## config.mk

```make
export PLATFORM = sky130hd
export DESIGN_NAME = apb_slot_decode
export DESIGN_NICKNAME = d
export VERILOG_FILES = /design/src/verilog/apb_sys_pkg.sv /design/src/verilog/apb_slot_decode.sv
export SDC_FILE = /design/constraint.sdc
export NUM_CORES = 1
export LEC_CHECK = 0
export BUFFER_PORTS_ARGS = -buffer_cell sky130_fd_sc_hd__buf_2
export CAP_MARGIN = 15
export CORE_AREA = 5 5 71 73
export DETAILED_ROUTE_END_ITERATION = 7
export DIE_AREA = 0 0 76 78
export PLACE_DENSITY_LB_ADDON = 0.15
export SLEW_MARGIN = 20
export SYNTH_ARGS = -nofsm -noshare
export SYNTH_HDL_FRONTEND = slang
export SYNTH_SLANG_ARGS = --single-unit
```

## constraint.sdc

```tcl
create_clock -name vclk -period 1.52
set_clock_uncertainty 0.2 [all_clocks]
set_input_delay 0.228 -clock vclk [all_inputs]
set_output_delay 0.228 -clock vclk [all_outputs]
set_load 0.02 [all_outputs]
```

## src/verilog/apb_sys_pkg.sv

```systemverilog
package apb_sys_pkg;

	// bus widths
	localparam int ADDR_W = 16;
	localparam int DATA_W = 32;
	localparam int STRB_W = DATA_W / 8;

	typedef logic [DATA_W-1:0] word_t;
	typedef logic [ADDR_W-1:0] addr_t;

	// address map, 8 KB per slot
	localparam int SLOT_LSB  = 13;
	localparam int NUM_SLOTS = 8;

	typedef logic [$clog2(NUM_SLOTS)-1:0] slot_idx_t;
	typedef logic [NUM_SLOTS-1:0]         slot_sel_t;

	localparam slot_idx_t SLOT_SRAM = 3'd0;
	localparam slot_idx_t SLOT_HPET = 3'd2;
	localparam slot_idx_t SLOT_CONF = 3'd3;

	// hpet registers
	localparam logic [3:0] HPET_CTRL   = 4'h0; // [0] count en, [1] int en
	localparam logic [3:0] HPET_COUNT  = 4'h4;
	localparam logic [3:0] HPET_CMP    = 4'h8;
	localparam logic [3:0] HPET_STATUS = 4'hC; // [0] sticky match, w1c

	// confreg registers
	localparam logic [3:0] CONF_INT_EN   = 4'h0;
	localparam logic [3:0] CONF_INT_PEND = 4'h4; // read only

	typedef struct packed {
		logic              psel;
		logic              penable;
		logic              pwrite;
		addr_t             paddr;
		word_t             pwdata;
		logic [STRB_W-1:0] pstrb;
	} apb_req_t;

	typedef struct packed {
		word_t prdata;
		logic  pready;
	} apb_rsp_t;

endpackage

```

## src/verilog/apb_slot_decode.sv

```systemverilog
`timescale 1ns/1ps
module apb_slot_decode (
	input  apb_sys_pkg::apb_req_t  apb_req_i,
	input  apb_sys_pkg::word_t     sram_rdata_i,
	input  apb_sys_pkg::word_t     hpet_rdata_i,
	input  apb_sys_pkg::word_t     conf_rdata_i,
	output apb_sys_pkg::slot_sel_t sel_o,
	output apb_sys_pkg::apb_rsp_t  apb_rsp_o
);

	apb_sys_pkg::slot_idx_t slot;
	apb_sys_pkg::word_t     rdata;

	assign slot = apb_req_i.paddr[apb_sys_pkg::SLOT_LSB +: $bits(apb_sys_pkg::slot_idx_t)];

	// one-hot select, only while a transfer is on the bus
	always_comb begin
		for (int i = 0; i < apb_sys_pkg::NUM_SLOTS; i++) begin
			sel_o[i] = apb_req_i.psel && (slot == i);
		end
	end

	always_comb begin
		case (slot)
			apb_sys_pkg::SLOT_SRAM: begin
				rdata = sram_rdata_i;
			end
			apb_sys_pkg::SLOT_HPET: begin
				rdata = hpet_rdata_i;
			end
			apb_sys_pkg::SLOT_CONF: begin
				rdata = conf_rdata_i;
			end
			default: begin
				rdata = '0; // unmapped slot reads zero
			end
		endcase
	end

	assign apb_rsp_o.prdata = rdata;
	assign apb_rsp_o.pready = apb_req_i.psel & apb_req_i.penable; // zero wait states

endmodule

```

==> reports/results.tsv <==
metric	value	unit
post-route setup slack	0.03058	ns
Post-Syn Area	955.9	um2
Slew Viols, Final	0	
Slew headroom	85.79	%
Post-CTS Setup Inserts	0	
Hold Path Depth	3	
leakage power total	0.001097	uW
commonest non-fill, non-tap cell in the layout	buf_2	
DR vias	1556	
Syn-to-layout area delta	119.8	%
clkbuf count	0	
CP peak stage delay	0.22	ns
Die Ht	78	um
routed length on met1	2258	um
worst hold path class	in2out	
post-route ant nets	0	
core area	4294	um2
global-route wire length before repair	7376	um
Worst Path Arrival	1.06	ns
drt pass-1 iters	4	
number of global-route vias before repair	1513	
initial antenna violation count	0	
Syn. warnings	0	
Iter 0 DRT Violations	30	
gp weighted congestion	0.6675	
gr ovfl total	0	
ratio of final minimum period to clock period	97.99	%
vias per cell	4.863	
sequential fraction of the synthesis area	0	%
Fin. Hold Viols	0	
FFs & Latches	0	
Worst Path Buf+Inv	3	
Levels on crit path	5	
Peak VDD IR	0.0001099	V
cell breakdown of the critical path	buf_12 -> clkbuf_16 -> mux2i_1 -> a211oi_2 -> buf_4	
Setup CP Type	in2out	
fin cells	320	
hold_ws	0.5795	ns
post-layout minimum cycle time	1.489	ns
met2 WL	2397	um
Worst EP required	1.09	ns
antenna diode instance count	0	
nets@finish	421	
share of cells above drive strength 1	69.03	%
outcome	completed	
IO Port Bufs	142	
GRT Util Overall	14.16	%
DP Worst Slack	-0.03688	ns
critical path peak fanout	8	
I/O Pins	192	
CP Capture Type	output port	
die extent in x	76	um
routed length per instance	15.92	um
CP max-delay cell	a211oi_2	
starting density of the core	22.26	%
measured slew at the worst slew-check pin	0.2090	ns
top cell family by delay on the critical path	buffers and inverters	
Post-Route WL	5094	um
Max Cap Viol	0	
Post-route DRC	0	
commonest non-fill, non-tap cells in the layout	buf_2, a21oi_1, mux2i_1, a211oi_2, buf_4	
post-synthesis net count	281	
die area	5928	um2
Distinct cells, synth	17	
Final setup violation count	0	
PwrDens	318.8	nW/um2
FP Rows	24	
placed cells	313	
critical path startpoint category	input port	
FF/Latch Area	0	um2
Top Layer Used	met4	
Peak Freq	671.4	MHz
hpwl dp	3575	um
Syn Inst Count	130	
metal3 WL	431	um
synthesized area per cell	7.353	um2
largest net degree at the start of global routing	40	
==> report_power, final <==
part,internal (uW),switching (uW)
Clock,0,0
Combinational,342,328
Sequential,0,0
==> synth_stat cells, drive strengths merged <==
master | count | area (um2)
a211oi | 32 | 260.3
a21oi | 32 | 160.2
and2 | 1 | 6.260
buf | 12 | 121.4
clkbuf | 7 | 26.28
inv | 1 | 3.750
mux2i | 32 | 320.3
nand2 | 3 | 11.26
nand2b | 1 | 6.260
nor2 | 6 | 22.52
nor3 | 2 | 10.01
or2b | 1 | 7.510
==> metrics by stage <==
step,TNS (ns),power [uW],cell area [um2],util [%]
after floorplan,-1.306,341.7,1046,-
after global placement,-0.07405,567.7,1822,42.42
after detailed placement,-0.1790,573.5,1822,42.42
after CTS,0,620.1,1934,45.05
after global routing,-0.001775,720.3,2101,48.92
final,0,669.7,2101,48.92
==> logic make-up after synthesis <==
family | share of synthesized area, %
buffers and inverters | 15.84
multiplexers | 33.51
AND/OR/NAND/NOR | 6.676
AO/OA/AOI/OAI | 43.98
==> area by class of cell <==
| type | instances | area [um2] |
|---|---|---|
| Multi-Input combinational cell | 110 | 915.9 |
| Inverter | 1 | 11.26 |
| Fill cell | 443 | 2193 |
| Timing Repair Buffer | 157 | 1109 |
| Tap cell | 52 | 65.06 |
==> per-layer routing <==
layer	GRT usage [%]	vias up
met2	24.40	76
met3	3.588	2
met4	0	0
met5	0	-
met1	18.85	696
li1	-	782
==> final timing paths <==
kind,start,endpoint,slack (ns)
worst max-delay path,apb_req_i[49],apb_rsp_o[5],0.03
worst min-delay path,apb_req_i[53],apb_rsp_o[0],0.58
==> what timing repair did <==
item	CTS	global route
pin swaps	16	9
cloned	2	5
hold buffers	0	0
endpoints found under the setup margin	24	17
resized for setup	23	14
(Power assumes the default switching activity.)
