$ cat src/verilog/apb_sys_pkg.sv
package apb_sys_pkg;

	// bus widths
	localparam int ADDR_W = 16;
	localparam int DATA_W = 32;
	localparam int STRB_W = DATA_W / 8;

	typedef logic [DATA_W-1:0] word_t;
	typedef logic [ADDR_W-1:0] addr_t;

	// address map, 8 KB per slot
	localparam int SLOT_LSB  = 13;
	localparam int NUM_SLOTS = 8;

	typedef logic [$clog2(NUM_SLOTS)-1:0] slot_idx_t;
	typedef logic [NUM_SLOTS-1:0]         slot_sel_t;

	localparam slot_idx_t SLOT_SRAM = 3'd0;
	localparam slot_idx_t SLOT_HPET = 3'd2;
	localparam slot_idx_t SLOT_CONF = 3'd3;

	// hpet registers
	localparam logic [3:0] HPET_CTRL   = 4'h0; // [0] count en, [1] int en
	localparam logic [3:0] HPET_COUNT  = 4'h4;
	localparam logic [3:0] HPET_CMP    = 4'h8;
	localparam logic [3:0] HPET_STATUS = 4'hC; // [0] sticky match, w1c

	// confreg registers
	localparam logic [3:0] CONF_INT_EN   = 4'h0;
	localparam logic [3:0] CONF_INT_PEND = 4'h4; // read only

	typedef struct packed {
		logic              psel;
		logic              penable;
		logic              pwrite;
		addr_t             paddr;
		word_t             pwdata;
		logic [STRB_W-1:0] pstrb;
	} apb_req_t;

	typedef struct packed {
		word_t prdata;
		logic  pready;
	} apb_rsp_t;

endpackage

$ cat src/verilog/int_confreg.sv
`timescale 1ns/1ps
module int_confreg #(
	parameter int NUM_EXT_INT = 7
) (
	input  logic                   clock,
	input  logic                   rst_n_i,
	input  logic                   sel_i,
	input  apb_sys_pkg::apb_req_t  apb_req_i,
	input  logic                   timer_int_i,
	input  logic [NUM_EXT_INT-1:0] ext_int_i,
	output apb_sys_pkg::word_t     rdata_o,
	output logic                   int_o
);

	logic [NUM_EXT_INT:0] en_q;
	logic [NUM_EXT_INT:0] pend_q; // timer in bit 0
	logic                 int_q;
	logic [3:0]           off;
	logic                 wr;

	assign off = apb_req_i.paddr[3:0];
	assign wr  = sel_i & apb_req_i.penable & apb_req_i.pwrite;

	always_ff @(posedge clock or negedge rst_n_i) begin
		if (!rst_n_i) begin
			en_q   <= '0;
			pend_q <= '0;
			int_q  <= 1'b0;
		end else begin
			pend_q <= {ext_int_i, timer_int_i};
			int_q  <= |(pend_q & en_q);
			if (wr && off == apb_sys_pkg::CONF_INT_EN) begin
				en_q <= apb_req_i.pwdata[NUM_EXT_INT:0];
			end
		end
	end

	always_comb begin
		case (off)
			apb_sys_pkg::CONF_INT_EN:   rdata_o = apb_sys_pkg::word_t'(en_q);
			apb_sys_pkg::CONF_INT_PEND: rdata_o = apb_sys_pkg::word_t'(pend_q);
			default:                    rdata_o = '0;
		endcase
	end

	assign int_o = int_q;

endmodule

$ cat config.mk
export PLATFORM = sky130hd
export DESIGN_NAME = int_confreg
export DESIGN_NICKNAME = d
export VERILOG_FILES = /design/src/verilog/apb_sys_pkg.sv /design/src/verilog/int_confreg.sv
export SDC_FILE = /design/constraint.sdc
export NUM_CORES = 1
export LEC_CHECK = 0
export BUFFER_PORTS_ARGS = -buffer_cell sky130_fd_sc_hd__buf_2
export CAP_MARGIN = 20
export CORE_UTILIZATION = 37
export CTS_CLUSTER_DIAMETER = 150
export CTS_CLUSTER_SIZE = 24
export DETAILED_ROUTE_END_ITERATION = 6
export HOLD_SLACK_MARGIN = 0.02
export PLACE_DENSITY_LB_ADDON = 0.1
export SLEW_MARGIN = 0
export SYNTH_ARGS = -nofsm -noshare
export SYNTH_HDL_FRONTEND = slang
export SYNTH_SLANG_ARGS = --single-unit
$ cat constraint.sdc
create_clock -name clock -period 2.1 [get_ports clock]
set_input_delay 0.315 -clock clock [delete_from_list [all_inputs] [get_ports clock]]
set_output_delay 0.315 -clock clock [all_outputs]
set_load 0.01 [all_outputs]
==> flow_metrics.tcl, run 1 <==
set metrics [dict create \
    required_ps 1780 \
    grt-ovfl-total 0 \
    dr.pass1.iters 2 \
    worstSkewPairLatency_ps 280 \
    synth.avg_cell_area_um2 12.46 \
    grt_first_pass_wirelength_um 2366 \
    cts-root-buf "clkbuf_4" \
    start_util 0.4085 \
    cp-end-kind "primary output" \
    layout.nets 178 \
    async_reset_ff_frac 1.000 \
    setup_tns_ps 0 \
    ys_ff_latch 17 \
    placed_cells 134 \
    track_usage 0.1245 \
    final_cells 139 \
    vias 582 \
    port_buffers 33 \
    cts.sinks 17 \
    drt_iter0_drc 1 \
    arrival_ps 1180 \
    drc 0 \
    powerDensity_nw_per_um2 636.6 \
    layout_setup_ws_ps 607.2 \
    synth_edf_count 0 \
    clk_pin_slew_ps 90 \
    grt_antenna_before_repair 0 \
    yosysSeqAreaShare 0.4491 \
    antenna_left 0 \
    crit_path_start_kind "input port" \
    hold_path_class "input port to register" \
    cts_made_buffers 3 \
    cts_resized 0 \
    drive_gt1_frac 0.4234 \
    synth.most_common_cell "buf_4" \
    cts_hold_buf 1 \
    synth_area_leaders "dfrtp_1 (45%), buf_4 (19%), mux2_4 (13%)" \
    yosysWarningCount 0 \
    postSynthCellCount 76 \
    rsz0062_at_grt "false" \
    dieArea_um2 2766 \
    p_sw_w 0.0001784 \
    cap_violations 0 \
    ys_types 13 \
    synth_common_cells "buf_4 (24), dfrtp_1 (17), mux2_4 (8), mux2i_1 (8), nor2_1 (8)" \
    die_w_um 52.60 \
    crit_type "input port to primary output" \
    yosys.area.top_type_share 0.4491 \
    placed_area_um2 1037 \
    num_rows 17 \
    ys.flop_type "dfrtp_1" \
    core_um2 2318 \
    clock.fmax_mhz 669.9 \
    h-tree-depth 1 \
    hold_violations 0 \
    place_congestion 0.6960 \
    grt_max_degree 18 \
    seq_power_share 0.563 \
    dp_hpwl_um 1179 \
    area_growth_pct 13.34 \
    power_frac_comb 0.196 \
    postCtsSetupBuffers 0 \
    synth.cell_area_um2 947.2 \
    avgViaCountPerCell 4.187 \
    fin_skew_ps 7.073 \
    synth_top_area_cell "dfrtp_1" \
    irDropWorstVdd_v 0.0003779 \
    post-route-util 0.4630 \
    maxSlewViolCount 0 \
    wire_per_inst_um 10.91 \
    diodes 0 \
    pin_count 99 \
    p_int_w 0.0005050 \
    die_y_um 52.60 \
    fin_crit_sh 0.7108 \
    wl_um 1516 \
    fin_area_um2 1074 \
    status "finished clean" \
    post-place-ws_ps 492.9 \
    path_max_fanout 9 \
    setup_viol 0 \
    leakage_nw 0.6103 \
    clock_path_buffers 2 \
    cts_tree "built" \
    period_minus_slack_ps 1493 \
    switching_share 0.2611 \
    grt_pass1_vias 535 \
    clkPwrFrac 0.241 \
]
metrics by stage:
stage               hold slack, ps  power [W]
floorplan                    19.41  0.0005081
global placement             254.7  0.0005222
detailed placement           251.7  0.0005250
CTS                          121.0  0.0006957
global route                 104.3  0.0007334
finish                       132.6  0.0006834
critical path, cell delays in order:
cell	delay (ps)
buf_2	100
or3_4	470
nor2_1	150
buf_2	140
placed cells by master, fill, tap and decap left out:
| cell | count |
|---|---|
| buf_2 | 33 |
| conb_1 | 24 |
| dfrtp_1 | 17 |
| mux2i_1 | 8 |
| nor2_1 | 8 |
| mux2_4 | 8 |
| a22oi_1 | 4 |
| clkbuf_4 | 3 |
| or3_4 | 1 |
| nand4_1 | 1 |
| nand4b_4 | 1 |
| nor2_8 | 1 |
| clkbuf_1 | 1 |
| dlygate4sd3_1 | 1 |
routing by layer:
layer | vias to the layer above | part of all wire | global-route usage
met5 | - | 0 | 0
met4 | 0 | 0 | 0.05263
met3 | 0 | 0.072 | 0.03478
met2 | 35 | 0.48 | 0.1962
met1 | 267 | 0.45 | 0.1585
li1 | 280 | - | -
registers in the layout (all words and copies together) (netlist names):
| name | flops |
|---|---|
| en_q | 8 |
| int_o | 1 |
| pend_q | 8 |
logic make-up (layout without fill, tap and decap cells):
kind of cell           after synthesis  in the layout  share of synthesized area
DFF                                 17             17                     0.4491
buffers and inverters               26             38                     0.2074
muxes                               16             16                     0.2114
and+or+nand+nor                     12             12                    0.09644
AOI/OAI and AO/OA                    4              4                    0.03171
other                                1             24                   0.003959
power by group through the flow:
| stage | clock, W | sequential (W) | combinational (W) |
|---|---|---|---|
| 2_1_floorplan | 0 | 0.000388 | 0.000120 |
| 3_5_place_dp | 0 | 0.000391 | 0.000134 |
| 6_report | 0.000165 | 0.000385 | 0.000134 |
| 4_1_cts | 0.000175 | 0.000385 | 0.000136 |
| 5_1_grt | 0.000195 | 0.000389 | 0.000150 |
| 3_3_place_gp | 0 | 0.000390 | 0.000132 |
cell type report:
cell class / count / area (um^2)
fillers: 228 / 1245
repair buffers: 34 / 175.2
multi-input cells: 56 / 411.6
well taps: 28 / 35.03
flip-flops and latches: 17 / 425.4
clock buffers: 4 / 26.28
final timing paths:
path	to	depth (start not counted)	startpoint	slack (ps)
worst max-delay path	rdata_o[3]	4	apb_req_i[37]	610
worst min-delay path	pend_q[0]	1	timer_int_i	130
worst max register to register	int_o	2	en_q[5]	1240
worst min register to register	int_o	2	pend_q[7]	530
max in group asynchronous	en_q[7]	2	rst_n_i	1360
min in group asynchronous	en_q[5]	2	rst_n_i	470
Note: power is estimated with default switching activity, not from simulation.
==> run 2: changes to the inputs <==
--- a/config.mk
+++ b/config.mk
@@ -5,9 +5,10 @@
 export SDC_FILE = /design/constraint.sdc
 export NUM_CORES = 1
 export LEC_CHECK = 0
+export ABC_AREA = 1
 export BUFFER_PORTS_ARGS = -buffer_cell sky130_fd_sc_hd__buf_2
 export CAP_MARGIN = 20
-export CORE_UTILIZATION = 37
+export CORE_UTILIZATION = 36
 export CTS_CLUSTER_DIAMETER = 150
 export CTS_CLUSTER_SIZE = 24
 export DETAILED_ROUTE_END_ITERATION = 6
==> constraint.sdc (replaced) <==
create_clock -name clock -period 1.4 [get_ports clock]
set_input_delay 0.21 -clock clock [delete_from_list [all_inputs] [get_ports clock]]
set_output_delay 0.21 -clock clock [all_outputs]
set_load 0.01 [all_outputs]
==> run 2 against run 1 <==
Effect of this change:
- core utilization grew 2.1 points
- routed wire length grew 37%
- combinational power grew 92%
- cell area grew 16%
- synthesized area grew 7.0%
- register-to-register slack lost 670 ps
- critical path depth grew 1
- die area grew 9.6%
- sequential share of layout area shrank 5.4 points
- critical path type unchanged
- largest power group unchanged
==> flow_metrics.tcl, run 2 <==
set metrics [dict create \
    status "finished clean" \
    r2r_cells 4 \
    cts-root-buf "clkbuf_4" \
    grt-ovfl-total 0 \
    async_reset_ff_frac 1.000 \
    powerDensity_nw_per_um2 888.3 \
    switching_share 0.3010 \
    grt_antenna_before_repair 0 \
    crit_path_top_delay_cell "nand3b_2" \
    hold_violations 0 \
    post-route-util 0.4839 \
    clock_path_buffers 2 \
    ys_ff_latch 17 \
    clk_pin_slew_ps 100 \
    path_max_fanout 8 \
    reg2reg_to "int_o" \
    required_ps 1190 \
    cap_violations 0 \
    reg2reg_setup_slack_ps 570 \
    port_buffers 33 \
    holdWs_ps 157.2 \
    postCtsSetupBuffers 0 \
    start_util 0.3947 \
    synth.cell_area_um2 1013 \
    cts_resized 0 \
    pin_count 99 \
    use_met3 0.05738 \
    p_sw_w 0.0003322 \
    postSynthCellCount 119 \
    synthXorXnorAreaFrac 0 \
    core_um2 2567 \
    vias 835 \
    grt_pass1_vias 747 \
    fin_crit_sh 0.9074 \
    synthAdderAreaFrac 0 \
    cts_tree "built" \
    grt_max_degree 18 \
    num_rows 18 \
    synth.most_common_cell "buf_4" \
    rsz0062_at_grt "false" \
    period_minus_slack_ps 1270 \
    drt_iter0_drc 14 \
    yosysWarningCount 0 \
    area_growth_pct 22.59 \
    top_usage_layer "met2" \
    cp-end-kind "primary output" \
    die_w_um 55.06 \
    fillers 260 \
    slowest_delay_ps 220 \
    dieArea_um2 3032 \
    cp-startpoint "apb_req_i[37]" \
    hold_start "apb_req_i[10]" \
    hold_path_class "input port to register" \
    power_frac_comb 0.233 \
    critical_path.cell_chain "buf_2 -> nor2_4 -> nand3b_2 -> o21ai_1 -> buf_2" \
    crit_type "input port to primary output" \
    clock.fmax_mhz 787.2 \
    synth-simple-area-share 0.1988 \
    die_y_um 55.06 \
    layout.nets 232 \
    synth_area_leaders "dfrtp_1 (42%), buf_4 (19%), o21bai_1 (5.9%)" \
    met2_usage 0.2631 \
    power_w 0.001104 \
    synthMuxAreaShare 0 \
    seq_power_share 0.527 \
    drive_gt1_frac 0.2788 \
    ys_types 17 \
    grt_first_pass_wirelength_um 3139 \
    arrival_ps 1060 \
    dr.pass1.iters 4 \
    place_congestion 0.7533 \
    yosysSeqAreaShare 0.4198 \
    drc 0 \
    diodes 0 \
    avgViaCountPerCell 4.282 \
    setup_tns_ps 0 \
    p_int_w 0.0007715 \
    yosys.area.top_type_share 0.4198 \
    crit_path_start_kind "input port" \
    rr_startpoint "en_q[1]" \
    worstSkewPairLatency_ps 290 \
    worst_path_most_repeated_cell "buf_2" \
    cts.sinks 17 \
    synth_common_cells "buf_4 (25), dfrtp_1 (17), inv_1 (15)" \
    ys.flop_type "dfrtp_1" \
    setup_viol 0 \
    wire_per_inst_um 10.62 \
    cts_made_buffers 3 \
    synth.avg_cell_area_um2 8.517 \
    critPathCapture "rdata_o[2]" \
    leakage_nw 0.6698 \
    use_met1 0.1823 \
    maxSlewViolCount 0 \
    antenna_left 0 \
    irDropWorstVdd_v 0.0005374 \
    synth_top_family_by_area "buffers and inverters" \
    h-tree-depth 1 \
    track_usage 0.1526 \
    synth_edf_count 0 \
    fin_skew_ps 4.913 \
    clkPwrFrac 0.240 \
    final_common_cell "buf_2" \
    synth_compound_area_frac 0.1185 \
    wl_um 2070 \
    dp_hpwl_um 1485 \
    synth_top_area_cell "dfrtp_1" \
    layout_common_cells "buf_2 (33), conb_1 (24), dfrtp_1 (17)" \
]
run 2: cell count changes after synthesis, moves of 4 or more:
cell      change
nand2_1      +14
nor2_1        -6
nand3_1       +9
mux2_4        -8
inv_1        +15
o21bai_1      +8
o21ai_1       +9
mux2i_1       -8
nand4_1       +7
a22oi_1       -4
run 2: kinds of logic (layout without fill, tap and decap cells):
| group | after synthesis | in the layout |
|---|---|---|
| buf+inv | 43 | 66 |
| other cells | 1 | 24 |
| compound gates | 20 | 20 |
| flops | 17 | 17 |
| simple gates | 38 | 38 |
run 2: power by group through the flow:
stage / Sequential (W) / Clock, W / Combinational [W]
after floorplan: 0.000586 / 0 / 0.000205
after global placement: 0.000590 / 0 / 0.000237
after detailed placement: 0.000592 / 0 / 0.000238
after CTS: 0.000582 / 0.000275 / 0.000259
after global routing: 0.000591 / 0.000305 / 0.000297
final: 0.000582 / 0.000265 / 0.000257
run 2: how the worst min path moves through the flow:
| stage | to | depth (start not counted) |
|---|---|---|
| after floorplan | en_q[0] | 0 |
| after global placement | pend_q[7] | 1 |
| after detailed placement | pend_q[6] | 1 |
| after CTS | en_q[4] | 3 |
| after global routing | en_q[2] | 3 |
| final | en_q[6] | 3 |
run 2: stage by stage:
stage / setup slack [ps] / instance area [um^2] / instances
finish: 129.7 / 1242 / 195
global route: 60.19 / 1242 / 195
CTS: 109.0 / 1242 / 195
detailed placement: 113.3 / 1126 / 182
global placement: 121.6 / 1126 / 182
floorplan: 404.2 / 1100 / 142
run 2: cell type report:
cell class              instances  area (um^2)  share of cell area
flip-flops and latches         17        425.4              0.3424
multi-input cells              82        411.6              0.3313
repair buffers                 45        277.8              0.2236
inverters                      17        63.81             0.05136
well taps                      30        37.54             0.03021
clock buffers                   4        26.28             0.02115
run 2: worst max-delay path: cells and delay by family:
family                 cells  cell delay, ps
AND/OR/NAND/NOR            2             390
buffers and inverters      2             260
AO/OA/AOI/OAI              1             200
run 2: timing repair:
item                                   4_1_cts  5_1_grt
hold buffers                                 9        0
endpoints found under the hold margin       25        0
setup endpoints to repair                    0        0
run 2: routing by layer:
| layer | wire [um] | up-vias |
|---|---|---|
| met3 | 159 | 2 |
| li1 | - | 430 |
| met5 | 0 | - |
| met2 | 923 | 39 |
| met1 | 978 | 364 |
| met4 | 8 | 0 |
==> run 3: changes to the inputs <==
--- a/config.mk
+++ b/config.mk
@@ -8,7 +8,8 @@
 export ABC_AREA = 1
 export BUFFER_PORTS_ARGS = -buffer_cell sky130_fd_sc_hd__buf_2
 export CAP_MARGIN = 20
-export CORE_UTILIZATION = 36
+export CORE_MARGIN = 4
+export CORE_UTILIZATION = 30
 export CTS_CLUSTER_DIAMETER = 150
 export CTS_CLUSTER_SIZE = 24
 export DETAILED_ROUTE_END_ITERATION = 6
==> run 3 against run 2 <==
Effect of this change:
- combinational power increased by 2%
- non-clock buffer count unchanged
- clock skew up 1.2 ps
- largest cell class unchanged
- global-route usage decreased by 4.6 points
- worst setup slack gained 44 ps
- sequential power hardly changed
- total power grew 0.22%
==> flow_metrics.tcl, run 3 (synthesis gave the netlist of run 2 again) <==
set metrics [dict create \
    dieArea_um2 4372 \
    die_y_um 66.12 \
    antenna_left 0 \
    track_usage 0.1070 \
    layout_common_cells "buf_2 (33), conb_1 (24), dfrtp_1 (17)" \
    arrival_ps 1020 \
    min_to "en_q[5]" \
    layout.nets 232 \
    use_met1 0.1271 \
    area_growth_pct 25.56 \
    reg2reg_setup_slack_ps 580 \
    reg2reg_to "int_o" \
    rsz0062_at_grt "false" \
    whs_path_depth 3 \
    wire_per_inst_um 10.71 \
    num_rows 20 \
    irDropWorstVdd_v 0.0003302 \
    final_common_cell "buf_2" \
    postCtsSetupBuffers 0 \
    die_w_um 66.12 \
    drive_gt1_frac 0.2788 \
    drc 0 \
    hold_violations 0 \
    pin_count 99 \
    place_congestion 0.7036 \
    leakage_nw 0.6735 \
    dr.pass1.iters 4 \
    setup_tns_ps 0 \
    drt_iter0_drc 16 \
    cts_resized 0 \
    wl_um 2238 \
    layout_setup_ws_ps 173.4 \
    setup_viol 0 \
    post-place-ws_ps 168.8 \
    fin_crit_sh 0.8761 \
    cts.sinks 17 \
    vias 831 \
    powerDensity_nw_per_um2 869.2 \
    use_met3 0.04082 \
    h-tree-depth 1 \
    avgViaCountPerCell 3.976 \
    required_ps 1190 \
    hold_start "apb_req_i[9]" \
    grt-ovfl-total 0 \
    period_minus_slack_ps 1227 \
    worstSkewPairLatency_ps 290 \
    clock.fmax_mhz 815.3 \
    crit_path_start_kind "input port" \
    status "finished clean" \
    grt_antenna_before_repair 0 \
    top_usage_layer "met2" \
    dp_hpwl_um 1701 \
    met2_usage 0.1859 \
    clock_path_buffers 2 \
    cp-end-kind "primary output" \
    fin_skew_ps 6.084 \
    maxSlewViolCount 0 \
    grt_max_degree 18 \
    grt_first_pass_wirelength_um 3567 \
    grt_pass1_vias 837 \
    rr_startpoint "en_q[3]" \
    cts_tree "built" \
    r2r_cells 4 \
    port_buffers 33 \
    hold_path_class "input port to register" \
    crit_type "input port to primary output" \
    diodes 0 \
    cts_made_buffers 3 \
    fillers 347 \
    cap_violations 0 \
    core_um2 3153 \
    clk_pin_slew_ps 100 \
    start_util 0.3214 \
    cts-root-buf "clkbuf_4" \
    path_max_fanout 8 \
]
-- run 3: cell types whose count changed in the layout (fill, tap and decap cells not counted) --
| cell | change |
|---|---|
| buf_12 | +1 |
| buf_4 | -1 |
-- run 3: routing by layer --
metal,routed length [um],vias up
met5,0,-
met1,979,366
met3,167,0
met2,1091,33
li1,-,432
met4,0,0
-- run 3: critical path, cell delays in order --
cell and delay [ps]:
buf_2 110, nor2_4 120, nand3b_2 210, o21ai_1 200
buf_2 150
-- run 3: final cells by class --
| class | count | area, um^2 | area share |
|---|---|---|---|
| Tap cell | 44 | 55.05 | 0.04326 |
| Clock buffer | 4 | 26.28 | 0.02065 |
| Multi-Input combinational cell | 82 | 411.6 | 0.3235 |
| Timing Repair Buffer | 45 | 290.3 | 0.2281 |
| Sequential cell | 17 | 425.4 | 0.3343 |
| Inverter | 17 | 63.81 | 0.05015 |
-- run 3: worst max path at each step --
stage / startpoint / endpoint / slack (ps) / cells past startpoint
final: apb_req_i[37] / rdata_o[0] / 170 / 5
after global placement: apb_req_i[37] / rdata_o[0] / 180 / 5
after global routing: apb_req_i[37] / rdata_o[0] / 80 / 5
after floorplan: apb_req_i[37] / rdata_o[0] / 400 / 3
after detailed placement: apb_req_i[37] / rdata_o[0] / 170 / 5
after CTS: apb_req_i[37] / rdata_o[0] / 160 / 5
-- run 3: through the flow --
stage	hold slack, ps	power, W	util	cell area [um^2]	std cells
3_5_place_dp	161.6	0.0008375	0.3667	1156	196
3_3_place_gp	162.0	0.0008331	0.3667	1156	196
4_1_cts	154.5	0.001125	0.4036	1272	209
2_1_floorplan	-85.59	0.0007909	-	1100	142
6_report	162.6	0.001106	0.4036	1272	209
5_1_grt	151.0	0.001194	0.4036	1272	209
-- run 3: power by group --
| part | switching (W) | internal (W) | leakage, nW |
|---|---|---|---|
| Clock | 0.000152 | 0.000111 | 0.0150 |
| Sequential | 0.0000323 | 0.000549 | 0.186 |
| Combinational | 0.000146 | 0.000116 | 0.472 |
-- run 3: what timing repair did --
item | in CTS | in global routing
hold buffers | 9 | 0
hold endpoints to repair | 25 | 0
setup endpoints to repair | 0 | 0
