## src/verilog/apb_sys_pkg.sv

```systemverilog
package apb_sys_pkg;

	// bus widths
	localparam int ADDR_W = 16;
	localparam int DATA_W = 32;
	localparam int STRB_W = DATA_W / 8;

	typedef logic [DATA_W-1:0] word_t;
	typedef logic [ADDR_W-1:0] addr_t;

	// address map, 8 KB per slot
	localparam int SLOT_LSB  = 13;
	localparam int NUM_SLOTS = 8;

	typedef logic [$clog2(NUM_SLOTS)-1:0] slot_idx_t;
	typedef logic [NUM_SLOTS-1:0]         slot_sel_t;

	localparam slot_idx_t SLOT_SRAM = 3'd0;
	localparam slot_idx_t SLOT_HPET = 3'd2;
	localparam slot_idx_t SLOT_CONF = 3'd3;

	// hpet registers
	localparam logic [3:0] HPET_CTRL   = 4'h0; // [0] count en, [1] int en
	localparam logic [3:0] HPET_COUNT  = 4'h4;
	localparam logic [3:0] HPET_CMP    = 4'h8;
	localparam logic [3:0] HPET_STATUS = 4'hC; // [0] sticky match, w1c

	// confreg registers
	localparam logic [3:0] CONF_INT_EN   = 4'h0;
	localparam logic [3:0] CONF_INT_PEND = 4'h4; // read only

	typedef struct packed {
		logic              psel;
		logic              penable;
		logic              pwrite;
		addr_t             paddr;
		word_t             pwdata;
		logic [STRB_W-1:0] pstrb;
	} apb_req_t;

	typedef struct packed {
		word_t prdata;
		logic  pready;
	} apb_rsp_t;

endpackage

```

## src/verilog/hpet_timer.sv

```systemverilog
`timescale 1ns/1ps
module hpet_timer (
	input  logic                  clock,
	input  logic                  rst_n_i,
	input  logic                  sel_i,
	input  apb_sys_pkg::apb_req_t apb_req_i,
	output apb_sys_pkg::word_t    rdata_o,
	output logic                  timer_int_o
);

	logic [1:0]         ctrl_q;
	apb_sys_pkg::word_t count_q;
	apb_sys_pkg::word_t cmp_q;
	logic               status_q;
	logic [3:0]         off;
	logic               wr;
	logic               match;

	assign off   = apb_req_i.paddr[3:0];
	assign wr    = sel_i & apb_req_i.penable & apb_req_i.pwrite;
	assign match = ctrl_q[0] & (count_q == cmp_q);

	always_ff @(posedge clock or negedge rst_n_i) begin
		if (!rst_n_i) begin
			ctrl_q   <= '0;
			count_q  <= '0;
			cmp_q    <= '0;
			status_q <= 1'b0;
		end else begin
			if (wr && off == apb_sys_pkg::HPET_CTRL) begin
				ctrl_q <= apb_req_i.pwdata[1:0];
			end
			if (wr && off == apb_sys_pkg::HPET_CMP) begin
				cmp_q <= apb_req_i.pwdata;
			end
			// sw load beats the increment
			if (wr && off == apb_sys_pkg::HPET_COUNT) begin
				count_q <= apb_req_i.pwdata;
			end else if (ctrl_q[0]) begin
				count_q <= count_q + 1'b1; // wraps
			end
			if (match) begin
				status_q <= 1'b1;
			end else if (wr && off == apb_sys_pkg::HPET_STATUS && apb_req_i.pwdata[0]) begin
				status_q <= 1'b0;
			end
		end
	end

	always_comb begin
		case (off)
			apb_sys_pkg::HPET_CTRL:   rdata_o = apb_sys_pkg::word_t'(ctrl_q);
			apb_sys_pkg::HPET_COUNT:  rdata_o = count_q;
			apb_sys_pkg::HPET_CMP:    rdata_o = cmp_q;
			apb_sys_pkg::HPET_STATUS: rdata_o = apb_sys_pkg::word_t'(status_q);
			default:                  rdata_o = '0;
		endcase
	end

	assign timer_int_o = status_q & ctrl_q[1];

endmodule

```

## config.mk

```make
export PLATFORM = sky130hd
export DESIGN_NAME = hpet_timer
export DESIGN_NICKNAME = d
export VERILOG_FILES = /design/src/verilog/apb_sys_pkg.sv /design/src/verilog/hpet_timer.sv
export SDC_FILE = /design/constraint.sdc
export NUM_CORES = 1
export LEC_CHECK = 0
export BUFFER_PORTS_ARGS = -buffer_cell sky130_fd_sc_hd__buf_4
export CAP_MARGIN = 10
export CORE_ASPECT_RATIO = 0.7
export CORE_MARGIN = 10
export CORE_UTILIZATION = 55
export DETAILED_ROUTE_END_ITERATION = 10
export PLACE_DENSITY = 0.82
export SYNTH_ARGS = -nofsm -noshare
export SYNTH_HDL_FRONTEND = slang
export SYNTH_SLANG_ARGS = --single-unit
```

## constraint.sdc

```tcl
create_clock -name clock -period 4.69 [get_ports clock]
set_input_delay 0 -clock clock [delete_from_list [all_inputs] [get_ports clock]]
set_output_delay 0 -clock clock [all_outputs]
set_load 0.01 [all_outputs]
```

==> results of run 1 <==
==> worst max-delay path, delay by kind of cell (launching register included) <==
| kind | cells | cell delay (ns) |
|---|---|---|
| xor gates and xnor gates | 1 | 0.17 |
| and+or+nand+nor | 3 | 1.27 |
| DFF | 1 | 0.55 |
| muxes | 1 | 0.26 |
==> worst paths after layout <==
check	start	endpoint	slack, ns	depth (start not counted)
min	apb_req_i[39]	status_q	0.05	4
min in group asynchronous	rst_n_i	cmp_q[8]	0.28	2
max	ctrl_q[0]	count_q[28]	2.34	5
max reg2reg	ctrl_q[0]	count_q[28]	2.34	5
min reg2reg	ctrl_q[1]	ctrl_q[1]	0.54	1
max in group asynchronous	rst_n_i	cmp_q[2]	3.83	2
==> routing by layer <==
metal  track usage  vias to the layer above
li1              -                     1642
met1        0.2818                     1667
met2        0.3064                      182
met3       0.06494                       21
met4       0.04501                        0
met5             0                        -
==> metrics by stage <==
step                      std cells  power (mW)    util  setup WS, ns  hold slack [ns]
after floorplan                 422       1.315       -         3.028          -0.2956
after global placement          556       1.494  0.6576         2.416           0.1531
after detailed placement        556       1.514  0.6576         2.377           0.1549
after CTS                       605       2.131  0.7401         2.377          0.03010
after global routing            605       2.254  0.7401         2.230          0.04053
final                           605       2.135  0.7401         2.338          0.04565
==> registers in the layout, indices dropped and copies added, names as in the netlist <==
name      count
cmp_q        32
status_q      1
ctrl_q        2
count_q      32
==> power breakdown <==
group | internal [mW] | switching (mW)
registers | 0.715 | 0.228
clock network | 0.352 | 0.231
logic | 0.299 | 0.311
total | 1.37 | 0.770
==> layout make-up <==
| cell class | instances | area (um^2) | area share |
|---|---|---|---|
| clock buffer | 9 | 123.9 | 0.02421 |
| inverter | 3 | 11.26 | 0.002201 |
| sequential | 67 | 1677 | 0.3277 |
| tap | 94 | 117.6 | 0.02299 |
| multi-input combinational | 315 | 2162 | 0.4226 |
| clock inverter | 7 | 116.4 | 0.02274 |
| timing repair buffer | 110 | 908.4 | 0.1775 |
==> cell usage in the layout (no fill, tap or decap) <==
cell and count:
and3_1 5, and3_2 2, buf_4 77, nand4_1 19, nor4_1 7, clkinv_4 1
o21ai_1 7, dfrtp_1 67, nand3_1 17, xor2_1 35, and4_1 4, nor2b_2 2
and2_0 1, mux4_2 1, nor3b_4 2, a21oi_1 1, inv_1 3, nor2_1 38
and2_1 4, bufinv_16 3, clkinv_2 2, clkbuf_8 9, clkinvlp_4 1, o21ai_0 26
ha_1 1, nand2_1 40, dlygate4sd3_1 33, nor3_1 4, mux2i_1 2, nand4_2 2
mux2_2 35, xnor2_1 28, or2_2 1, a22oi_1 30, or3_1 1
==> cells by family after synthesis <==
logic type	Yosys count	synth area share
buf+inv	40	0.04860
xor+xnor	63	0.1374
mux	38	0.1087
fa+ha+maj	1	0.003115
compound gates	64	0.09844
flops	67	0.4174
simple gates	149	0.1863
==> repair_timing <==
action | CTS | global route
hold endpoints to repair | 133 | 0
resized for setup | 0 | 0
endpoints found under the setup margin | 0 | 0
hold buffers | 33 | 0
==> reports/metrics.yaml, run 1 <==
setup_path:
  crit_required_ns: 4.93
  worst-setup-path-type: "flop to flop"
  worstSetupEndpointType: "flop"
  cp_max_fo: 15
  cp_cell_sequence: "and4_1 -> and4_1 -> nand4_1 -> xnor2_1 -> mux2_2"
  critical_path.slowest_cell: "and4_1"
  crit_path_frequent_cell: "and4_1"
  cpPeakStageDelay_ns: 0.61
  worstSetupStartpointType: "flop"
  arrival_ns: 2.60
synth:
  yosysSeqAreaShare: 0.4174
  synthDominantCellAreaShare: 0.4174
  post-synth-top-area-cell: "dfrtp_1"
  ys.flop_type: "dfrtp_1"
  mappedNetlistArea_um2: 4016
  ys_warn_count: 0
  avgSynthCellArea_um2: 9.517
  synth.net_count: 481
  synthTopCellsByCount: "dfrtp_1 (67), nand2_1 (40), nor2_1 (38)"
  post_synth_num_cell_types: 33
  count_of_flip_flops_with_a_built_in_enable_after_synthesis: 0
  async_reset_ff_frac: 1.000
  synth.top_cells.by_area: "dfrtp_1 (42%), mux2_2 (9.8%), xor2_1 (7.6%), xnor2_1 (6.1%), a22oi_1 (5.6%)"
  synth_most_common_cell: "dfrtp_1"
  syn_inst: 422
  synth_seq_cells: 67
clock_tree:
  cts.clk_slew.worst_paths_ns: 0.08
  clock_path_buffers: 2
  htree_num_levels: 3
  clock_tree_from_tritoncts: "built"
  cts_inserted_buffers: 9
  post-cts-setup-buffer-count: 0
  clock_latency_ns: 0.35
  clock_root_buffer_master: "clkbuf_8"
  clkSinkCount: 67
routing:
  met1_length_um: 4905
  drt_pre_antenna_iters: 7
  wl_met3_um: 1105
  avgRoutedWirePerCell_um: 18.70
  ratio_of_routed_vias_to_standard_cells: 5.805
  detailroute.via_count: 3512
  postRouteWirelength_um: 11310
  initialDrtViolationCount: 450
  route.detailed.drc: 0
  topRoutingLayerUsed: "met4"
  met2_length_um: 5145
  detail-route-antenna-nets: 0
cells_and_area:
  n_antenna_cell: 0
  layout.nets: 565
  drive_above_1_share: 0.2701
  final_design_area_no_fill_um2: 5116
  final.fill_count: 477
  area_growth_syn_to_layout_pct: 27.38
sta:
  skew_ns: 0.007011
  tightest_slew_ns: 1.136
  report.final.slew_viol_count: 0
  max_clock_freq_ghz: 0.4252
  setup_viol_count_final: 0
  finalCritPeriodShare: 0.5015
  max-slew-margin-rel: 0.2421
  timing.setup.tns_ns: 0
  rsz0062_at_grt: "false"
  layout_min_cycle_time_ns: 2.352
  final-hold-violation-count: 0
die:
  floorplan.initialDensity: 0.5810
  floorplan.die_area_um2: 11170
  die_width_um: 122.1
  design.portCount: 91
  coreArea_um2: 6913
  num_rows: 25
  die-height_um: 91.50
power:
  cellPowerDensity_nw_per_um2: 417.3
  cellLeakagePower_nw: 2.138
  vdd_drop_max_mv: 0.2289
min_path:
  type_of_the_tightest_min_delay_check: "input pin to flop"
placement:
  global_placer_s_final_weighted_congestion: 0.8601
  detailed_place_hpwl_um: 7688
  port-buffer-count: 73
  postPlaceCellArea_um2: 4546
global_routing:
  grt_pass1_wl_um: 18460
  grt_overflow_total: 0
  first_global_vias: 3439
  globalRouteTotalUtil: 0.2049
  grt_start_max_net_pins: 68
  number_of_antenna_violations_at_the_first_check_in_global_routing: 0
run_status:
  status: "finished clean"
job:
  timing.max_cap.violations: 0
Power figures use the tool's default switching activity.
==> inputs of run 2 (changes only) <==
==> constraint.sdc (replaced) <==
create_clock -name clock -period 2.17 [get_ports clock]
set_input_delay 0 -clock clock [delete_from_list [all_inputs] [get_ports clock]]
set_output_delay 0 -clock clock [all_outputs]
set_load 0.01 [all_outputs]
==> run 2 against run 1 <==
Combinational power rose by 130%. Critical path depth grew 1. Setup slack worse by 2.2 ns. Routed wire length up 5.7%. Total power up 100%. Worst hold slack gained 0.018 ns. Via count up 3.7%. Global-route usage rose by 0.96 points. Sequential power up 110%. Non-clock buffer count grew 10. Clock-buffer cell count grew 1. Largest cell class unchanged. Highest routed layer unchanged.
==> reports/metrics.yaml, run 2 (synthesis gave the netlist of run 1 again) <==
sta:
  final-hold-violation-count: 0  # unchanged
  report.final.slew_viol_count: 0  # unchanged
  layout_min_cycle_time_ns: 2.000  # was 2.352 ns
  tightest_slew_ns: 0.8661  # was 1.136 ns
  timing.setup.tns_ns: 0  # unchanged
  final.setup.worst_slack_ns: 0.1704  # was 2.338 ns
  setup_viol_count_final: 0  # unchanged
  rsz0062_at_grt: "false"  # unchanged
  skew_ns: 0.008539  # was 0.007011 ns
  finalCritPeriodShare: 0.9215  # was 0.5015
  max_clock_freq_ghz: 0.5001  # was 0.4252 GHz
  max-slew-margin-rel: 0.4226  # was 0.2421
routing:
  detail-route-antenna-nets: 0  # unchanged
  route.detailed.drc: 0  # unchanged
  postRouteWirelength_um: 11960  # was 11310 um
  detailroute.via_count: 3641  # was 3512
  initialDrtViolationCount: 565  # was 450
  drt_pre_antenna_iters: 6  # was 7
  ratio_of_routed_vias_to_standard_cells: 5.920  # was 5.805
  avgRoutedWirePerCell_um: 19.44  # was 18.70 um
cells_and_area:
  stdcell_count: 615  # was 605
  drive_above_1_share: 0.2841  # was 0.2701
  layout.core_utilization: 0.7457  # was 0.7401
  n_antenna_cell: 0  # unchanged
  layout.nets: 575  # was 565
  largestRegisters: "cmp_q: 32 flops, count_q: 32 flops, ctrl_q: 2 flops"  # unchanged
  layout.cells.most_common: "buf_4"  # unchanged
  top_library_cells_by_usage_in_the_layout_fill_and_taps_aside: "buf_4 (85), dfrtp_1 (67), nand2_1 (40)"  # was buf_4 (77), dfrtp_1 (67), nand2_1 (40)
  final.fill_count: 489  # was 477
  area_growth_syn_to_layout_pct: 28.35  # was 27.38%
setup_path:
  worstSetupEndpointType: "flop"  # unchanged
  arrival_ns: 2.21  # was 2.60 ns
  crit_required_ns: 2.38  # was 4.93 ns
  worst-path-stages: 6  # was 5
  timing.critical_path.buf_inv: 1  # was 0
  critical_path.slowest_cell: "dfrtp_1"  # was and4_1
  crit_family: "simple AND/OR/NAND/NOR gates"  # unchanged
  worstRegToRegCells: 6  # was 5
  worstSetupStartpointType: "flop"  # unchanged
  cpPeakStageDelay_ns: 0.50  # was 0.61 ns
  cp_cell_sequence: "and4_1 -> and4_1 -> buf_4 -> nand4_2 -> xor2_1 -> o21ai_1"  # was and4_1 -> and4_1 -> nand4_1 -> xnor2_1 -> mux2_2
  crit_path_frequent_cell: "and4_1"  # unchanged
  cp_max_fo: 8  # was 15
  worst-setup-path-type: "flop to flop"  # unchanged
global_routing:
  grt_start_max_net_pins: 68  # unchanged
  number_of_antenna_violations_at_the_first_check_in_global_routing: 0  # unchanged
  grt_pass1_wl_um: 19310  # was 18460 um
  first_global_vias: 3641  # was 3439
  globalRouteTotalUtil: 0.2145  # was 0.2049
  grt_overflow_total: 0  # unchanged
clock_tree:
  clock_path_buffers: 2  # unchanged
  clock_tree_from_tritoncts: "built"  # unchanged
  htree_num_levels: 3  # unchanged
  clock_root_buffer_master: "clkbuf_8"  # unchanged
  clkSinkCount: 67  # unchanged
  cts.clk_slew.worst_paths_ns: 0.07  # was 0.08 ns
  cts_inserted_buffers: 9  # unchanged
  clock_latency_ns: 0.35  # about the same
min_path:
  type_of_the_tightest_min_delay_check: "input pin to flop"  # unchanged
  min_path_cells: 4  # unchanged
run_status:
  status: "finished clean"  # unchanged
die:
  design.portCount: 91  # unchanged
  num_rows: 25  # unchanged
  die-height_um: 91.50  # unchanged
  floorplan.die_area_um2: 11170  # unchanged
  coreArea_um2: 6913  # unchanged
  die_width_um: 122.1  # unchanged
  floorplan.initialDensity: 0.5810  # unchanged
placement:
  detailed_place_hpwl_um: 8031  # was 7688 um
  global_placer_s_final_weighted_congestion: 0.9824  # was 0.8601
  dpl_worst_slack_ns: 0.2392  # was 2.377 ns
  port-buffer-count: 73  # unchanged
  post-place-cells: 566  # was 556
power:
  cellLeakagePower_nw: 2.161  # was 2.138 nW
  cellPowerDensity_nw_per_um2: 847.6  # was 417.3 nW/um^2
  vdd_drop_max_mv: 0.5086  # was 0.2289 mV
job:
  timing.max_cap.violations: 0  # unchanged
run 2: cell count changes in the layout (fill, tap and decap cells not counted), sizes merged:
cell      previous run  this run
buf                 77        87
bufinv               3         0
clkinvlp             1         3
clkbuf               9        10
run 2: repair_timing:
item | 4_1_cts | 5_1_grt
setup buffers | 0 | 0
hold buffers | 33 | 0
endpoints found under the hold margin | 133 | 0
resized for setup | 0 | 0
endpoints found under the setup margin | 0 | 0
run 2: power by group:
part	internal, mW	switching [mW]	total [mW]	leakage, nW
combinational	0.684	0.732	1.42	1.27
sequential	1.54	0.461	2.01	0.805
clock	0.443	0.505	0.947	0.0843
run 2: per-layer routing:
metal	global-route usage	vias up	wire (um)
met5	0	-	0
met4	0.04403	0	124
met3	0.06988	15	1233
met2	0.3412	182	5525
met1	0.2784	1781	5073
li1	-	1663	-
run 2: path summary, 6_finish.rpt:
kind,slack (ns),end,startpoint
hold / removal,0.06,status_q,apb_req_i[39]
min in group asynchronous,0.30,count_q[9],rst_n_i
setup reg to reg,0.17,count_q[22],count_q[8]
hold reg to reg,0.56,cmp_q[25],cmp_q[25]
setup / recovery,0.17,count_q[22],count_q[8]
max in group asynchronous,1.29,count_q[17],rst_n_i
run 2: cell type report:
| cell class | count | area [um^2] | area share |
|---|---|---|---|
| clock buffer | 10 | 137.6 | 0.02670 |
| timing repair buffer | 120 | 1008 | 0.1956 |
| tap | 94 | 117.6 | 0.02282 |
| inverter | 3 | 11.26 | 0.002184 |
| sequential | 67 | 1677 | 0.3252 |
| multi-input combinational | 315 | 2162 | 0.4194 |
| clock inverter | 6 | 41.29 | 0.008010 |
run 2: metrics by stage:
stage	hold WS [ns]	power, mW	cell area (um^2)
final	0.06357	4.369	5155
after global routing	0.08477	4.629	5155
after CTS	0.04390	4.333	5155
after detailed placement	0.1563	3.322	4646
after global placement	0.1545	3.272	4646
after floorplan	-0.2956	2.843	4016
run 2: worst register-to-register path, delay by kind of cell (launching register included):
family,cells,cell delay (ns)
flops,1,0.50
compound gates,1,0.08
xor+xnor,1,0.18
simple gates,3,0.89
buf+inv,1,0.22
==> inputs of run 3 (changes only) <==
--- a/config.mk
+++ b/config.mk
@@ -8,7 +8,6 @@
 export BUFFER_PORTS_ARGS = -buffer_cell sky130_fd_sc_hd__buf_4
 export CAP_MARGIN = 10
 export CORE_ASPECT_RATIO = 0.7
-export CORE_MARGIN = 10
 export CORE_UTILIZATION = 55
 export DETAILED_ROUTE_END_ITERATION = 10
 export PLACE_DENSITY = 0.82
==> constraint.sdc (replaced) <==
create_clock -name clock -period 2.35 [get_ports clock]
set_input_delay 0 -clock clock [delete_from_list [all_inputs] [get_ports clock]]
set_output_delay 0 -clock clock [all_outputs]
set_load 0.01 [all_outputs]
==> run 3 against run 2 <==
Via count down 2.1%. Total power decreased by 7.0%. Clock-buffer cell count stayed put. Sequential power is 6% lower. Worst hold slack worse by 0.016 ns. Die area decreased by 32%. Fmax rose by 2.8%. Critical path type unchanged. Largest cell class unchanged.
==> reports/metrics.yaml, run 3 (synthesis gave the netlist of run 1 again) <==
run_status:
  status: "finished clean"  # unchanged
sta:
  tightest_slew_ns: 0.8625  # was 0.8661 ns
  max_clock_freq_ghz: 0.5142  # was 0.5001 GHz
  report.final.slew_viol_count: 0  # unchanged
  timing.setup.tns_ns: 0  # unchanged
  max-slew-margin-rel: 0.4250  # was 0.4226
  hold-worst-slack_ns: 0.04784  # was 0.06357 ns
  skew_ns: 0.003897  # was 0.008539 ns
  layout_min_cycle_time_ns: 1.945  # was 2.000 ns
  final.setup.worst_slack_ns: 0.4052  # was 0.1704 ns
  final-hold-violation-count: 0  # unchanged
  setup_viol_count_final: 0  # unchanged
  finalCritPeriodShare: 0.8276  # was 0.9215
  rsz0062_at_grt: "false"  # unchanged
power:
  cellPowerDensity_nw_per_um2: 795.4  # was 847.6 nW/um^2
  combinationalPowerShare: 0.308  # was 0.324
  power_switching_mw: 1.553  # was 1.698 mW
  vdd_drop_max_mv: 0.3853  # was 0.5086 mV
  power.clock.fraction: 0.229  # was 0.217
  p_int_mw: 2.510  # was 2.671 mW
  power.sequential.fraction: 0.462  # was 0.459
  power_switching_share: 0.3822  # was 0.3886
  cellLeakagePower_nw: 2.136  # was 2.161 nW
global_routing:
  number_of_antenna_violations_at_the_first_check_in_global_routing: 0  # unchanged
  globalRouteTotalUtil: 0.3080  # was 0.2145
  first_global_vias: 3467  # was 3641
  grt_start_max_net_pins: 68  # unchanged
  grt_pass1_wl_um: 17840  # was 19310 um
  grt_overflow_total: 0  # unchanged
routing:
  detail-route-antenna-nets: 0  # unchanged
  route.detailed.drc: 0  # unchanged
  ratio_of_routed_vias_to_standard_cells: 5.854  # was 5.920
  detailroute.via_count: 3565  # was 3641
  drt_pre_antenna_iters: 5  # was 6
  postRouteWirelength_um: 11000  # was 11960 um
  initialDrtViolationCount: 303  # was 565
  avgRoutedWirePerCell_um: 18.06  # was 19.44 um
setup_path:
  cp_max_fo: 8  # unchanged
  worst-setup-path-type: "flop to flop"  # unchanged
  worstSetupEndpointType: "flop"  # unchanged
  crit_required_ns: 2.57  # was 2.38 ns
  worstReg2RegStart: "count_q[8]"  # unchanged
  worstSetupStartpointType: "flop"  # unchanged
  worstRegToRegCells: 6  # unchanged
  arrival_ns: 2.16  # was 2.21 ns
  cp-startpoint: "count_q[8]"  # unchanged
cells_and_area:
  top_library_cells_by_usage_in_the_layout_fill_and_taps_aside: "buf_4 (81), dfrtp_1 (67), nand2_1 (40)"  # was buf_4 (85), dfrtp_1 (67), nand2_1 (40)
  largestRegisters: "cmp_q: 32 flops, count_q: 32 flops, ctrl_q: 2 flops"  # unchanged
  area_growth_syn_to_layout_pct: 27.20  # was 28.35%
  drive_above_1_share: 0.2738  # was 0.2841
  stdcell_count: 609  # was 615
  layout.nets: 570  # was 575
  final_design_area_no_fill_um2: 5109  # was 5155 um^2
  multiInputGateArea_um2: 2162  # unchanged
  n_antenna_cell: 0  # unchanged
  final.fill_count: 484  # was 489
  ff_latch_area_um2: 1677  # unchanged
  layout.cells.most_common: "buf_4"  # unchanged
die:
  die-height_um: 73.50  # was 91.50 um
  coreArea_um2: 6913  # unchanged
  design.portCount: 91  # unchanged
  num_rows: 25  # unchanged
  floorplan.die_area_um2: 7653  # was 11170 um^2
  die_width_um: 104.1  # was 122.1 um
  floorplan.initialDensity: 0.5810  # unchanged
clock_tree:
  clkSinkCount: 67  # unchanged
  clock_path_buffers: 2  # unchanged
  cts.clk_slew.worst_paths_ns: 0.07  # about the same
  clock_root_buffer_master: "clkbuf_8"  # unchanged
  clock_tree_from_tritoncts: "built"  # unchanged
  cts_inserted_buffers: 9  # unchanged
  clock_latency_ns: 0.35  # about the same
  htree_num_levels: 3  # unchanged
placement:
  dpl_worst_slack_ns: 0.4703  # was 0.2392 ns
  port-buffer-count: 73  # unchanged
  global_placer_s_final_weighted_congestion: 0.8819  # was 0.9824
  post-place-cells: 561  # was 566
  postPlaceCellArea_um2: 4596  # was 4646 um^2
  detailed_place_hpwl_um: 7181  # was 8031 um
min_path:
  type_of_the_tightest_min_delay_check: "input pin to flop"  # unchanged
  hold_path_startpoint: "apb_req_i[39]"  # unchanged
  min_path_cells: 4  # unchanged
job:
  timing.max_cap.violations: 0  # unchanged
run 3: area by class of cell:
type,count,area share
multi-input combinational,315,0.4232
sequential,67,0.3282
timing repair buffer,115,0.1876
clock buffer,10,0.02498
tap,94,0.02302
clock inverter,5,0.01078
inverter,3,0.002204
run 3: stage by stage:
| stage | util | total power, mW |
|---|---|---|
| 2_1_floorplan | - | 2.625 |
| 3_3_place_gp | 0.6648 | 2.985 |
| 3_5_place_dp | 0.6648 | 3.044 |
| 4_1_cts | 0.7390 | 4.036 |
| 5_1_grt | 0.7390 | 4.270 |
| 6_report | 0.7390 | 4.064 |
run 3: path summary, 6_finish.rpt:
path / to / slack, ns
setup / recovery: count_q[24] / 0.41
hold / removal: status_q / 0.05
setup reg to reg: count_q[24] / 0.41
hold reg to reg: ctrl_q[1] / 0.54
max in group asynchronous: cmp_q[7] / 1.48
min in group asynchronous: count_q[9] / 0.31
run 3: what timing repair did:
action	CTS	global route
resized for setup	0	0
hold buffers	33	0
buffers inserted	0	0
hold endpoints to repair	133	0
setup endpoints to repair	0	0
run 3: worst max-delay path: stages, from the launching register on:
cell	delay, ns
dfrtp_1	0.51
and4_1	0.32
and4_1	0.35
buf_4	0.21
nand4_1	0.13
xnor2_1	0.19
o21ai_0	0.10
run 3: power groups by stage:
stage | sequential (mW) | combinational, mW | clock [mW]
detailed placement | 1.88 | 1.17 | 0
CTS | 1.86 | 1.23 | 0.943
global route | 1.92 | 1.37 | 0.982
global placement | 1.85 | 1.13 | 0
finish | 1.88 | 1.25 | 0.932
floorplan | 1.68 | 0.941 | 0
run 3: metal layers:
metal / share of wire / wire, um / track usage
met1: 0.44 / 4883 / 0.4181
met2: 0.45 / 4914 / 0.4933
met3: 0.087 / 954 / 0.06566
met4: 0.023 / 248 / 0.1143
met5: 0 / 0 / 0
